**src/common/frontend_defs.svh**
```systemverilog
// front end width and reset defines

`ifndef FRONTEND_DEFS_SVH
`define FRONTEND_DEFS_SVH

// machine word width
`define XLEN		32

// first fetch address after reset
`define RESET_PC	32'h0000_0100

// width of the event counters
`define CNT_W		16

`endif

```
**src/common/rv_isa_pkg.sv**
```systemverilog
// RV32I instruction encodings

`include "frontend_defs.svh"

package rv_isa_pkg;

	typedef logic [`XLEN-1:0] data_t;	// one machine word

	typedef logic [4:0] reg_addr_t;

	// major opcodes, only the ones the front end cares about are decoded
	typedef enum logic [6:0] {
		LOAD	= 7'b0000011,
		OP_IMM	= 7'b0010011,
		AUIPC	= 7'b0010111,
		STORE	= 7'b0100011,
		OP		= 7'b0110011,
		LUI		= 7'b0110111,
		B		= 7'b1100011,
		JALR	= 7'b1100111,
		JAL		= 7'b1101111,
		SYSTEM	= 7'b1110011
	} opcode_t;

	// branch conditions in funct3
	typedef enum logic [2:0] {
		BEQ		= 3'b000,
		BNE		= 3'b001,
		BLT		= 3'b100,
		BGE		= 3'b101,
		BLTU	= 3'b110,
		BGEU	= 3'b111
	} funct3_t;

	// R-type field layout, other formats reuse the same bit positions
	typedef struct packed {
		logic [6:0]	funct7;		// upper bits, also imm[11:5] / imm[12|10:5]
		reg_addr_t	rs2;
		reg_addr_t	rs1;
		funct3_t	funct3;
		reg_addr_t	rd;
		opcode_t	opcode;
	} instr_t;

endpackage : rv_isa_pkg

```
**src/common/pipe_ctrl_pkg.sv**
```systemverilog
// front end control and stage payload types

package pipe_ctrl_pkg;

	// operand source for ID
	typedef enum logic [1:0] {
		RS_ID_SEL	= 2'd0,	// register file
		EX_ID_SEL	= 2'd1,
		MEM_ID_SEL	= 2'd2,
		WB_ID_SEL	= 2'd3
	} id_fwd_sel_t;

	typedef enum logic [1:0] {
		BOOT	= 2'd0,
		RUN		= 2'd1,
		STALL	= 2'd2,
		FLUSH	= 2'd3
	} fe_state_t;

	typedef struct packed {
		rv_isa_pkg::data_t	pc;
		rv_isa_pkg::instr_t	instr;
	} if_id_t;

	typedef struct packed {
		rv_isa_pkg::data_t	pc;
		rv_isa_pkg::instr_t	instr;
		rv_isa_pkg::data_t	link;	// pc + 4 for JAL / JALR writeback
		logic				taken;	// conditional branch outcome
	} id_ex_t;

endpackage : pipe_ctrl_pkg

```
**src/design/cf_event_counters.sv**
```systemverilog
// front end event counters

`timescale 1ns/10ps
`include "frontend_defs.svh"

module cf_event_counters (
	input	logic				clk,
	input	logic				rst_n,
	input	logic				id_fire,
	input	logic				redirect,
	input	logic				id_stall,

	output	logic [`CNT_W-1:0]	cnt_decoded,
	output	logic [`CNT_W-1:0]	cnt_redirect,
	output	logic [`CNT_W-1:0]	cnt_stall
);

	logic [2:0]			ev;
	logic [`CNT_W-1:0]	cnt [3];

	assign ev = {id_stall, redirect, id_fire};

	// one saturating counter per event bit
	for (genvar i = 0; i < 3; i++) begin : g_cnt
		always_ff @(posedge clk or negedge rst_n) begin
			if (!rst_n)
				cnt[i] <= '0;
			else if (ev[i] && cnt[i] != '1)
				cnt[i] <= cnt[i] + 1'b1;
		end
	end

	assign cnt_decoded	= cnt[0];
	assign cnt_redirect	= cnt[1];
	assign cnt_stall	= cnt[2];

endmodule : cf_event_counters

```
**src/design/frontend_top.sv**
```systemverilog
// RV32I instruction front end

`timescale 1ns/10ps
`include "frontend_defs.svh"

module frontend_top (
	input	logic					clk,
	input	logic					rst_n,
	output	rv_isa_pkg::data_t		imem_addr,
	input	rv_isa_pkg::instr_t		imem_rdata,
	output	rv_isa_pkg::reg_addr_t	rs1_addr,
	output	rv_isa_pkg::reg_addr_t	rs2_addr,
	input	rv_isa_pkg::data_t		rs1_data,
	input	rv_isa_pkg::data_t		rs2_data,
	input	rv_isa_pkg::reg_addr_t	ex_rd,
	input	logic					ex_wen,
	input	logic					ex_load,
	input	rv_isa_pkg::data_t		ex_data,
	input	rv_isa_pkg::reg_addr_t	mem_rd,
	input	logic					mem_wen,
	input	logic					mem_load,
	input	rv_isa_pkg::data_t		mem_data,
	input	rv_isa_pkg::reg_addr_t	wb_rd,
	input	logic					wb_wen,
	input	rv_isa_pkg::data_t		wb_data,
	output	logic					ex_valid,
	output	rv_isa_pkg::data_t		ex_pc,
	output	rv_isa_pkg::instr_t		ex_instr,
	output	rv_isa_pkg::data_t		ex_link,
	output	logic					ex_taken,
	output	logic					redirect,
	output	rv_isa_pkg::data_t		redirect_pc,
	output	logic					id_stall,
	output	logic [`CNT_W-1:0]		cnt_decoded,
	output	logic [`CNT_W-1:0]		cnt_redirect,
	output	logic [`CNT_W-1:0]		cnt_stall
);

	rv_isa_pkg::data_t			pc;
	rv_isa_pkg::data_t			pc_bj;
	logic						fetch_en;
	logic						if_flush;
	logic						stall_req;
	logic						pc_sel;
	logic						branch_taken;
	logic						id_valid;
	logic						id_fire;
	pipe_ctrl_pkg::if_id_t		if_in;
	pipe_ctrl_pkg::if_id_t		id_q;
	pipe_ctrl_pkg::id_ex_t		ex_in;
	pipe_ctrl_pkg::id_ex_t		ex_q;
	pipe_ctrl_pkg::id_fwd_sel_t	fwd_rs1;
	pipe_ctrl_pkg::id_fwd_sel_t	fwd_rs2;

	assign imem_addr	= pc;
	assign if_in		= '{pc: pc, instr: imem_rdata};
	assign rs1_addr		= id_q.instr.rs1;
	assign rs2_addr		= id_q.instr.rs2;
	assign id_fire		= id_valid & ~id_stall;

	fetch_ctrl u_fetch_ctrl (
		.clk, .rst_n, .id_valid, .stall_req, .pc_sel, .pc_bj,
		.pc, .fetch_en, .if_flush, .id_stall, .redirect, .state()
	);

	pipe_stage #(.payload_t(pipe_ctrl_pkg::if_id_t)) u_if_id (
		.clk, .rst_n, .load(~id_stall), .flush(if_flush),
		.in_valid(fetch_en), .in_data(if_in), .out_valid(id_valid), .out_data(id_q)
	);

	id_forward_unit u_id_forward_unit (
		.instr(id_q.instr), .id_valid, .ex_rd, .mem_rd, .wb_rd,
		.ex_wen, .mem_wen, .wb_wen, .ex_load, .mem_load, .fwd_rs1, .fwd_rs2, .stall_req
	);

	// pc_nxt equals pc_bj whenever redirect is high
	pc_adder u_pc_adder (
		.instr(id_q.instr), .pc(id_q.pc), .rs1(rs1_data), .rs2(rs2_data),
		.ex_data, .mem_data, .wb_data, .fwd_rs1, .fwd_rs2,
		.pc_bj, .pc_nxt(redirect_pc), .pc_sel, .branch_taken
	);

	assign ex_in = '{pc: id_q.pc, instr: id_q.instr,
					 link: id_q.pc + rv_isa_pkg::data_t'(4), taken: branch_taken};

	// a stalled ID slot goes to EX as a bubble
	pipe_stage #(.payload_t(pipe_ctrl_pkg::id_ex_t)) u_id_ex (
		.clk, .rst_n, .load(1'b1), .flush(id_stall),
		.in_valid(id_valid), .in_data(ex_in), .out_valid(ex_valid), .out_data(ex_q)
	);

	assign ex_pc	= ex_q.pc;
	assign ex_instr	= ex_q.instr;
	assign ex_link	= ex_q.link;
	assign ex_taken	= ex_q.taken;

	cf_event_counters u_cf_event_counters (
		.clk, .rst_n, .id_fire, .redirect, .id_stall,
		.cnt_decoded, .cnt_redirect, .cnt_stall
	);

endmodule : frontend_top

```
**src/design/pipe_stage.sv**
```systemverilog
// valid tagged pipeline register

`timescale 1ns/10ps

module pipe_stage #(
	parameter type payload_t = logic
) (
	input	logic		clk,
	input	logic		rst_n,
	input	logic		load,
	input	logic		flush,
	input	logic		in_valid,
	input	payload_t	in_data,

	output	logic		out_valid,
	output	payload_t	out_data
);

	// flush has priority over load
	always_ff @(posedge clk or negedge rst_n) begin
		if (!rst_n)
			out_valid <= 1'b0;
		else if (flush)
			out_valid <= 1'b0;
		else if (load)
			out_valid <= in_valid;
	end

	always_ff @(posedge clk) begin
		if (load)
			out_data <= in_data;	// qualified by out_valid downstream
	end

endmodule : pipe_stage

```
**src/frontend/fetch_ctrl.sv**
```systemverilog
// fetch PC and front end control FSM

`timescale 1ns/10ps
`include "frontend_defs.svh"

module fetch_ctrl (
	input	logic						clk,
	input	logic						rst_n,
	input	logic						id_valid,
	input	logic						stall_req,
	input	logic						pc_sel,
	input	rv_isa_pkg::data_t			pc_bj,

	output	rv_isa_pkg::data_t			pc,
	output	logic						fetch_en,
	output	logic						if_flush,
	output	logic						id_stall,
	output	logic						redirect,
	output	pipe_ctrl_pkg::fe_state_t	state
);

	pipe_ctrl_pkg::fe_state_t	state_nxt;

	assign fetch_en	= (state != pipe_ctrl_pkg::BOOT);
	assign id_stall	= id_valid & stall_req;
	assign redirect	= id_valid & pc_sel & ~stall_req;	// operands must be final
	assign if_flush	= redirect;	// drop the wrong-path word being fetched now

	always_comb begin
		state_nxt = state;
		case (state)
			pipe_ctrl_pkg::BOOT:
				state_nxt = pipe_ctrl_pkg::RUN;
			pipe_ctrl_pkg::RUN,
			pipe_ctrl_pkg::STALL: begin
				if (redirect)
					state_nxt = pipe_ctrl_pkg::FLUSH;
				else if (id_stall)
					state_nxt = pipe_ctrl_pkg::STALL;
				else
					state_nxt = pipe_ctrl_pkg::RUN;
			end
			pipe_ctrl_pkg::FLUSH:
				state_nxt = pipe_ctrl_pkg::RUN;	// ID bubble lasts one cycle
			default:
				state_nxt = pipe_ctrl_pkg::BOOT;
		endcase
	end

	always_ff @(posedge clk or negedge rst_n) begin
		if (!rst_n)
			state <= pipe_ctrl_pkg::BOOT;
		else
			state <= state_nxt;
	end

	// pc register, held in BOOT and while ID waits on a load
	always_ff @(posedge clk or negedge rst_n) begin
		if (!rst_n) begin
			pc <= `RESET_PC;
		end else if (redirect) begin
			pc <= pc_bj;
		end else if (fetch_en && !id_stall) begin
			pc <= pc + rv_isa_pkg::data_t'(4);
		end
	end

endmodule : fetch_ctrl

```
**src/frontend/id_forward_unit.sv**
```systemverilog
// ID operand forwarding and load-use stall

`timescale 1ns/10ps

module id_forward_unit (
	input	rv_isa_pkg::instr_t			instr,
	input	logic						id_valid,
	input	rv_isa_pkg::reg_addr_t		ex_rd,
	input	rv_isa_pkg::reg_addr_t		mem_rd,
	input	rv_isa_pkg::reg_addr_t		wb_rd,
	input	logic						ex_wen,
	input	logic						mem_wen,
	input	logic						wb_wen,
	input	logic						ex_load,
	input	logic						mem_load,

	output	pipe_ctrl_pkg::id_fwd_sel_t	fwd_rs1,
	output	pipe_ctrl_pkg::id_fwd_sel_t	fwd_rs2,
	output	logic						stall_req
);

	logic	is_b;
	logic	is_jalr;
	logic	rs1_wait;
	logic	rs2_wait;

	// youngest writer wins, x0 is never forwarded
	function automatic pipe_ctrl_pkg::id_fwd_sel_t pick_src(input rv_isa_pkg::reg_addr_t rs);
		if (rs == '0)
			return pipe_ctrl_pkg::RS_ID_SEL;
		if (ex_wen && ex_rd == rs)
			return pipe_ctrl_pkg::EX_ID_SEL;
		if (mem_wen && mem_rd == rs)
			return pipe_ctrl_pkg::MEM_ID_SEL;
		if (wb_wen && wb_rd == rs)
			return pipe_ctrl_pkg::WB_ID_SEL;
		return pipe_ctrl_pkg::RS_ID_SEL;
	endfunction

	always_comb begin
		fwd_rs1 = pick_src(instr.rs1);
		fwd_rs2 = pick_src(instr.rs2);
	end

	assign is_b		= (instr.opcode == rv_isa_pkg::B);
	assign is_jalr	= (instr.opcode == rv_isa_pkg::JALR);

	// load data shows up after MEM, so EX and MEM loads cannot feed ID yet
	assign rs1_wait = (fwd_rs1 == pipe_ctrl_pkg::EX_ID_SEL && ex_load) ||
					  (fwd_rs1 == pipe_ctrl_pkg::MEM_ID_SEL && mem_load);
	assign rs2_wait = (fwd_rs2 == pipe_ctrl_pkg::EX_ID_SEL && ex_load) ||
					  (fwd_rs2 == pipe_ctrl_pkg::MEM_ID_SEL && mem_load);

	assign stall_req = id_valid & ((is_b & (rs1_wait | rs2_wait)) | (is_jalr & rs1_wait));

endmodule : id_forward_unit

```
**src/frontend/pc_adder.sv**
```systemverilog
// ID stage branch and jump resolution

`timescale 1ns/10ps
`include "frontend_defs.svh"

module pc_adder (
	input	rv_isa_pkg::instr_t			instr,
	input	rv_isa_pkg::data_t			pc,
	input	rv_isa_pkg::data_t			rs1,
	input	rv_isa_pkg::data_t			rs2,
	input	rv_isa_pkg::data_t			ex_data,
	input	rv_isa_pkg::data_t			mem_data,
	input	rv_isa_pkg::data_t			wb_data,
	input	pipe_ctrl_pkg::id_fwd_sel_t	fwd_rs1,
	input	pipe_ctrl_pkg::id_fwd_sel_t	fwd_rs2,

	output	rv_isa_pkg::data_t			pc_bj,
	output	rv_isa_pkg::data_t			pc_nxt,
	output	logic						pc_sel,
	output	logic						branch_taken
);

	rv_isa_pkg::opcode_t	opcode;
	rv_isa_pkg::funct3_t	funct3;
	rv_isa_pkg::data_t		op1;
	rv_isa_pkg::data_t		op2;
	rv_isa_pkg::data_t		imm;
	rv_isa_pkg::data_t		base;
	rv_isa_pkg::data_t		sum;
	logic					is_b;
	logic					is_jal;
	logic					is_jalr;
	logic					eq;
	logic					lt_s;
	logic					lt_u;
	logic					cond;

	function automatic rv_isa_pkg::data_t pick_op(
		input pipe_ctrl_pkg::id_fwd_sel_t	sel,
		input rv_isa_pkg::data_t			rf_val
	);
		case (sel)
			pipe_ctrl_pkg::EX_ID_SEL:	return ex_data;
			pipe_ctrl_pkg::MEM_ID_SEL:	return mem_data;
			pipe_ctrl_pkg::WB_ID_SEL:	return wb_data;
			default:					return rf_val;
		endcase
	endfunction

	assign opcode	= instr.opcode;
	assign funct3	= instr.funct3;
	assign is_b		= (opcode == rv_isa_pkg::B);
	assign is_jal	= (opcode == rv_isa_pkg::JAL);
	assign is_jalr	= (opcode == rv_isa_pkg::JALR);

	always_comb begin : operand_mux
		op1 = pick_op(fwd_rs1, rs1);
		op2 = pick_op(fwd_rs2, rs2);
	end

	assign eq	= (op1 == op2);
	assign lt_s	= ($signed(op1) < $signed(op2));
	assign lt_u	= (op1 < op2);

	always_comb begin
		case (funct3)
			rv_isa_pkg::BEQ:	cond = eq;
			rv_isa_pkg::BNE:	cond = ~eq;
			rv_isa_pkg::BLT:	cond = lt_s;
			rv_isa_pkg::BGE:	cond = ~lt_s;
			rv_isa_pkg::BLTU:	cond = lt_u;
			rv_isa_pkg::BGEU:	cond = ~lt_u;
			default:			cond = 1'b0;	// 010 / 011 are reserved
		endcase
	end

	assign branch_taken = is_b & cond;

	// B and J offsets are in halfwords, JALR uses the plain I immediate
	always_comb begin
		case (opcode)
			rv_isa_pkg::B:		imm = {{20{instr[31]}}, instr[7], instr[30:25], instr[11:8], 1'b0};
			rv_isa_pkg::JAL:	imm = {{12{instr[31]}}, instr[19:12], instr[20], instr[30:21], 1'b0};
			rv_isa_pkg::JALR:	imm = {{20{instr[31]}}, instr[31:20]};
			default:			imm = '0;
		endcase
	end

	assign base = is_jalr ? op1 : pc;	// JALR is register relative
	assign sum = base + imm;
	assign pc_bj = is_jalr ? {sum[`XLEN-1:1], 1'b0} : sum;

	assign pc_sel = branch_taken | is_jal | is_jalr;
	assign pc_nxt = pc_sel ? pc_bj : pc + rv_isa_pkg::data_t'(4);

endmodule : pc_adder

```
**config.mk**
```make
export PLATFORM = sky130hd
export DESIGN_NAME = frontend_top
export DESIGN_NICKNAME = d
export VERILOG_FILES = /design/src/common/rv_isa_pkg.sv /design/src/common/pipe_ctrl_pkg.sv /design/src/design/cf_event_counters.sv /design/src/design/frontend_top.sv /design/src/design/pipe_stage.sv /design/src/frontend/fetch_ctrl.sv /design/src/frontend/id_forward_unit.sv /design/src/frontend/pc_adder.sv
export VERILOG_INCLUDE_DIRS = /design/src /design/src/common
export SDC_FILE = /design/constraint.sdc
export NUM_CORES = 1
export LEC_CHECK = 0
export ABC_AREA = 1
export BUFFER_PORTS_ARGS = -buffer_cell sky130_fd_sc_hd__buf_4
export CORE_MARGIN = 5
export CORE_UTILIZATION = 57
export DETAILED_ROUTE_END_ITERATION = 6
export PLACE_DENSITY = 0.91
export SLEW_MARGIN = 20
export SYNTH_ARGS = -nofsm -noshare
export SYNTH_HDL_FRONTEND = slang
export SYNTH_SLANG_ARGS = --single-unit
export TNS_END_PERCENT = 5
```
**constraint.sdc**
```tcl
create_clock -name clk -period 15.5 [get_ports clk]
set_input_delay 3.1 -clock clk [delete_from_list [all_inputs] [get_ports clk]]
set_output_delay 3.1 -clock clk [all_outputs]
set_load 0.01 [all_outputs]
```
Word level (Yosys, flattened, before mapping) --
Index checks and enable logic that the tools add are counted.
Operators by class: add/subtract/negate cells 6, $lt $le $gt $ge 2, equal/unequal tests 28, multiplexer cells 51, bitwise gates (word level) 17, reduce and logical (&&, ||, !) cells 25
Operators by type and width (count):
- 32-bit case mux with 3 select lines | 3
- 32-bit two-way mux | 4
- 32-bit by 3-bit adder with 32-bit output, second input constant | 2
- 32-bit less-than comparator | 2
- 16-bit by 1-bit adder with 16-bit output, second input constant | 3
- 16-bit != test, second input constant | 3
- 2-bit two-way mux | 18
- 32-bit adder | 1
- 32-bit equality test | 1
- 5-bit equality test | 6
- 1-bit two-way mux | 24
- 7-bit equality test, second input constant | 3
- 1-bit logical AND | 14
- 2-bit equality test, second input constant | 6
- 3-bit equality test, second input constant | 4
- 5-bit logical NOT | 2
- 1-bit AND | 8
- 2-bit by 1-bit equality test with 1-bit output, second input constant | 3
- 1-bit case mux with 6 select lines | 1
- 1-bit inverter | 5
- 1-bit bitwise OR | 4
- 2-bit case mux with 2 select lines | 1
- 2-bit nonzero test | 2
- 2-bit OR reduction | 2
- 6 further kinds | 7
Storage, ports and cells: bits in registers 245, input bits 214, output and inout port bits 222, word-level logic and storage cells 152

Logic depth before layout (Yosys ltp) --
word-level depth 25, gate-level depth with buffers 37, mapped depth without buffers 36

By module --
Synthesis repeated with hierarchy kept, for this count alone.
Unflattened totals: cells, all modules 2493, area, all modules 18056.1 µm²
By module, submodules not included:
- pc_adder | times used 1, cells each 1131, area each 5997.0 µm²
- cf_event_counters | times used 1, cells each 434, area each 3049.2 µm²
- pipe_stage (u_id_ex) | times used 1, cells each 103, area each 2957.8 µm²
- fetch_ctrl | times used 1, cells each 404, area each 2527.4 µm²
- pipe_stage (u_if_id) | times used 1, cells each 70, area each 1966.9 µm²
- frontend_top | times used 1, cells each 175, area each 845.8 µm²
- id_forward_unit | times used 1, cells each 176, area each 711.9 µm²

Worst setup path before layout --
No wires, ideal clock.
path kind input port to output port, start input port wb_rd[3], end output port redirect_pc[10], arrival time 6327 ps, path slack 6073 ps, stages 28, path through inv_1 > nand2_1 > a21oi_1 > nand3_1 > nand2_1 > nand3_4 > inv_1 > nand2_1 > inv_1 > clkbuf_1 > a22oi_1 > nand3_1 > o21ai_0 > ha_1 > a21oi_1 > o21a_1 > nand2_1 > a21oi_1 > nand2_1 > nand2_1 > nand2_1 > nand2_1 > nand3_1 > nand2_1 > nand2_1 > buf_2 > buf_2 > a21oi_1
Between the ends: word-level cells in the longest chain between the ends 19, elaborated cells between the ends (all ways) 43, classes of those cells add/sub: 1; order compare: 2; eq/ne: 9; mux: 23; bitwise: 6; reduce/logical: 2
Ends and longest elaborated chain:
- start: declaration | line frontend_top.sv:23 | input rv_isa_pkg::reg_addr_t wb_rd,
- 5-bit equality test | line id_forward_unit.sv:35 | if (wb_wen && wb_rd == rs)
- 1-bit logical AND | line id_forward_unit.sv:35
- 1-bit two-way mux (2 in a row) | line id_forward_unit.sv:35
- 1-bit two-way mux | line id_forward_unit.sv:33 | if (mem_wen && mem_rd == rs)
- 1-bit two-way mux | line id_forward_unit.sv:31 | if (ex_wen && ex_rd == rs)
- 2-bit two-way mux | line id_forward_unit.sv:37 | return pipe_ctrl_pkg::RS_ID_SEL;
- 2-bit two-way mux | line id_forward_unit.sv:35
- 2-bit two-way mux | line id_forward_unit.sv:33
- 2-bit two-way mux | line id_forward_unit.sv:31
- 2-bit equality test / 2-bit by 1-bit equality test with 1-bit output (equally long branches) | line pc_adder.sv:42 | case (sel)
- 32-bit case mux with 3 select lines | line pc_adder.sv:42
- 32-bit less-than comparator, or another cell as far along | line pc_adder.sv:63 | assign lt_u = (op1 < op2);
- 1-bit inverter (on tied branches) | line pc_adder.sv:72, pc_adder.sv:68, pc_adder.sv:70
- 1-bit case mux with 6 select lines | line pc_adder.sv:66 | case (funct3)
- 1-bit AND | line pc_adder.sv:77 | assign branch_taken = is_b & cond;
- 1-bit bitwise OR (2 in a row) | line pc_adder.sv:93 | assign pc_sel = branch_taken | is_jal | is_jalr;
- 32-bit two-way mux (*) | line pc_adder.sv:94 | assign pc_nxt = pc_sel ? pc_bj : pc + rv_isa_pkg::data_t'(4);
- end: declaration | line frontend_top.sv:32 | output rv_isa_pkg::data_t redirect_pc,
Mark *: on every way between the ends. The rest lies on a longest branch, timed or not. The select of a mux whose other input is x is not followed.

Worst setup path in the final report --
start input port mem_rd[0], end output port redirect_pc[17]
Between the ends: word-level cells in the longest chain between the ends 17, elaborated cells between the ends (all ways) 43, classes of those cells add/sub: 1; order compare: 2; eq/ne: 9; mux: 23; bitwise: 6; reduce/logical: 2
Ends and longest elaborated chain:
- start: declaration | line frontend_top.sv:19 | input rv_isa_pkg::reg_addr_t mem_rd,
- 5-bit equality test | line id_forward_unit.sv:33
- 1-bit logical AND | line id_forward_unit.sv:33
- 2-bit two-way mux / 1-bit two-way mux (equally long branches) | line id_forward_unit.sv:33
- 2-bit two-way mux / 1-bit two-way mux (equally long branches) | line id_forward_unit.sv:35, id_forward_unit.sv:33
- 2-bit two-way mux / 1-bit two-way mux (equally long branches) | line id_forward_unit.sv:37, id_forward_unit.sv:31
- 2-bit two-way mux | line id_forward_unit.sv:35
- 2-bit two-way mux | line id_forward_unit.sv:33
- 2-bit two-way mux | line id_forward_unit.sv:31
- 2-bit equality test / 2-bit by 1-bit equality test with 1-bit output (equally long branches) | line pc_adder.sv:42
- 32-bit case mux with 3 select lines | line pc_adder.sv:42
- 32-bit less-than comparator, or another cell as far along | line pc_adder.sv:63
- 1-bit inverter (on tied branches) | line pc_adder.sv:72, pc_adder.sv:68, pc_adder.sv:70
- 1-bit case mux with 6 select lines | line pc_adder.sv:66
- 1-bit AND | line pc_adder.sv:77
- 1-bit bitwise OR (2 in a row) | line pc_adder.sv:93
- 32-bit two-way mux (*) | line pc_adder.sv:94
Marked as above.

==> impl_metrics.json <==
{
  "status": "completed",
  "synth-edff-count": 64,
  "antenna_found_initial": 7,
  "cts_buffers": 26,
  "layout_commonest_cell": "nand2_1",
  "switching_share_pct": 35.2,
  "slew_viol_final": 0,
  "ys_warn_count": 0,
  "p_per_area_nw_per_um2": 113,
  "seq_power_share_pct": 40.1,
  "cp_num_buf_inv": 7,
  "synth_async_sr_flop_share_pct": 34.6,
  "fill_cells": 1942,
  "finalClockSkew_ns": 0.0178,
  "synth_area_um2": 15200,
  "gp_congestion": 0.982,
  "critPathMaxStageDelay_ns": 0.65,
  "pwr-share-clk_pct": 29.0,
  "slew_headroom_pct": 19.6,
  "holdCritPathClass": "reg -> reg",
  "tritoncts": "built",
  "grt_setup_unrepaired": "no",
  "synth_cell_types": 56,
  "timing_hold_violations_final": 0,
  "drive_above_1_share_pct": 21.5,
  "syn_to_final_growth_pct": 28.0,
  "crit_required_ns": 12.40,
  "row_count": 59,
  "p_total_uw": 2190,
  "worstSetupPathType": "in -> out",
  "clk_pin_slew_worst_paths_ns": 0.06,
  "grt_pass1_wl_um": 92700,
  "fmaxAchievable_ghz": 0.0849,
  "critical_path_arrival_ns": 8.69,
  "routed_wl_um": 60200,
  "synth-main-ff-cell": "dfxtp_1",
  "p_sw_uw": 772,
  "crit_fanout": 34,
  "clockBufferDepth": 3,
  "place_hpwl_um": 46300,
  "cp-start-kind": "input port",
  "postCtsHoldBufs": 0,
  "seq_area_frac_synth_pct": 39.0,
  "fin_crit_sh_pct": 76.0,
  "setup_tns_ns": 0,
  "die_h_um": 173,
  "cts_resized": 0,
  "cts_setup_buffers": 0,
  "pin_count": 436,
  "syn_inst": 2036,
  "p_int_uw": 1420,
  "wl_per_cell_um": 21.5,
  "worstMarginPinSlew_ns": 1.21,
  "numPortBuffers": 435,
  "syn_avg_cell_area_um2": 7.47,
  "slowest_stage": "nand2_1",
  "clkLatencyLatePin_ns": 0.55,
  "grt_overflow": 0,
  "ant_nets": 0,
  "die_w_um": 173,
  "initial_core_util_pct": 58.2,
  "die-area_um2": 30000,
  "track_usage_pct": 38.1,
  "finalCriticalPeriod_ns": 11.79,
  "h-tree-depth": 1,
  "setup_violations": 0,
  "rrSetupSlack_ns": 8.78,
  "vias": 16700,
  "peakVddDrop_mv": 0.121,
  "reg2regPathDepth": 33,
  "cpMostUsedCell": "nand2_1",
  "grt_pass1_vias": 16400,
  "power.leakage_uw": 0.00964,
  "layout_common_cells": "550 x nand2_1, 449 x buf_4, 221 x inv_1",
  "crit_family": "simple AND/OR/NAND/NOR gates",
  "min_path_cells": 0,
  "via_per_inst": 5.98,
  "end_kind": "primary output",
  "clockRootBuffer": "clkbuf_16",
  "drt_iter0_drc": 2345,
  "finalNetCount": 2720,
  "power_frac_comb_pct": 30.9,
  "maxCapViolations": 0,
  "design.core.area_um2": 26100,
  "drc": 0,
  "crit_cells": 33,
  "dr.pass1.iters": 6,
  "cts_sinks": 243,
  "synth_fp_nets": 2320,
  "grt_max_degree": 71,
  "synth_seq_cells": 243
}
[Yosys cell counts, drive strengths merged, types with 2 or more instances]
master | number | area share [%]
a41oi | 3 | 0.17
nor3b | 2 | 0.099
nor3 | 48 | 1.6
nand4 | 24 | 1.0
o21bai | 4 | 0.20
o2111ai | 3 | 0.17
buf | 43 | 2.0
nor4 | 10 | 0.45
a21oi | 54 | 1.8
a31oi | 4 | 0.16
o21a | 5 | 0.25
edfxtp | 64 | 13
a21o | 7 | 0.35
or2 | 2 | 0.082
o22ai | 29 | 1.2
dfrtp | 83 | 14
nand3 | 177 | 5.9
a22oi | 18 | 0.89
xor2 | 82 | 4.7
nand3b | 9 | 0.44
a22o | 22 | 1.3
dfxtp | 95 | 13
inv | 232 | 5.7
nand2 | 557 | 14
and3 | 2 | 0.082
nor2 | 135 | 3.6
o21ai | 174 | 5.7
xnor2 | 28 | 1.6
clkbuf | 34 | 0.84
o211ai | 5 | 0.25
a21boi | 2 | 0.17
ha | 69 | 5.7
[metal layers]
metal  part of all wire (%)  GRT usage (%)  up-vias
met4                    4.3           14.7        0
met3                     12           10.4      194
met1                     37           47.1     7816
li1                       -              -     7552
met5                      0              0        -
met2                     47           63.7     1178
[registers in the layout, summed over array words and instances (netlist names)]
signal / count
u_cf_event_counters.cnt_redirect: 16
u_fetch_ctrl.pc: 32
u_cf_event_counters.cnt_decoded: 16
u_cf_event_counters.cnt_stall: 16
u_if_id.out_data: 64
u_fetch_ctrl.state: 2
u_id_ex.out_data: 95
u_if_id.out_valid: 1
u_id_ex.out_valid: 1
[kinds of logic (layout without fill, tap and decap cells)]
logic type / count (synthesis) / in the layout / share of synthesized area [%]
and+or+nand+nor: 967 / 967 / 27.3
AOI/OAI and AO/OA: 336 / 336 / 12.9
buffers and inverters: 310 / 730 / 8.61
DFF: 243 / 243 / 39.0
xor gates and xnor gates: 110 / 110 / 6.34
adders and majority gates: 70 / 70 / 5.81
other: 0 / 7 / 0
[through the flow]
stage,hold WS [ns],cell area [um2],std cells,setup slack (ns),util (%)
2_1_floorplan,0.348,15200,2036,6.07,-
5_1_grt,0.370,19500,2798,3.21,74.5
6_report,0.368,19500,2798,3.71,74.5
3_5_place_dp,0.355,18600,2743,3.95,71.0
3_3_place_gp,0.351,18600,2743,3.89,71.0
4_1_cts,0.367,19400,2791,3.94,74.4
[area by class of cell]
type / instances / area, um2 / share of cell area (%)
inverter: 233 / 875 / 4.49
clock inverter: 8 / 68.8 / 0.354
sequential: 243 / 5930 / 30.5
multi-input combinational: 1483 / 7970 / 41.0
tap: 335 / 419 / 2.15
antenna: 7 / 17.5 / 0.0900
clock buffer: 40 / 807 / 4.15
timing repair buffer: 449 / 3370 / 17.3
[worst register-to-register path, delay by kind of cell, from the launching register on]
family / cells / cell delay [ns]
fa+ha+maj: 1 / 0.32
flops: 1 / 0.53
simple gates: 23 / 3.28
compound gates: 2 / 0.53
buf+inv: 7 / 1.95
[power by group through the flow]
stage / combinational [uW] / clock (uW) / sequential (uW)
floorplan: 304 / 0 / 884
global placement: 647 / 0 / 876
detailed placement: 663 / 0 / 882
CTS: 670 / 638 / 872
global route: 731 / 665 / 888
finish: 678 / 637 / 879
[worst paths after layout]
check	startpoint	to
hold / removal	u_if_id.out_data[6]	u_id_ex.out_data[39]
min in group asynchronous	rst_n	u_cf_event_counters.cnt_redirect[10]
hold reg to reg	u_if_id.out_data[6]	u_id_ex.out_data[39]
max in group asynchronous	rst_n	u_cf_event_counters.cnt_stall[9]
setup reg to reg	u_if_id.out_data[17]	u_cf_event_counters.cnt_redirect[14]
setup / recovery	mem_rd[0]	redirect_pc[17]
Note: power is estimated with default switching activity, not from simulation.
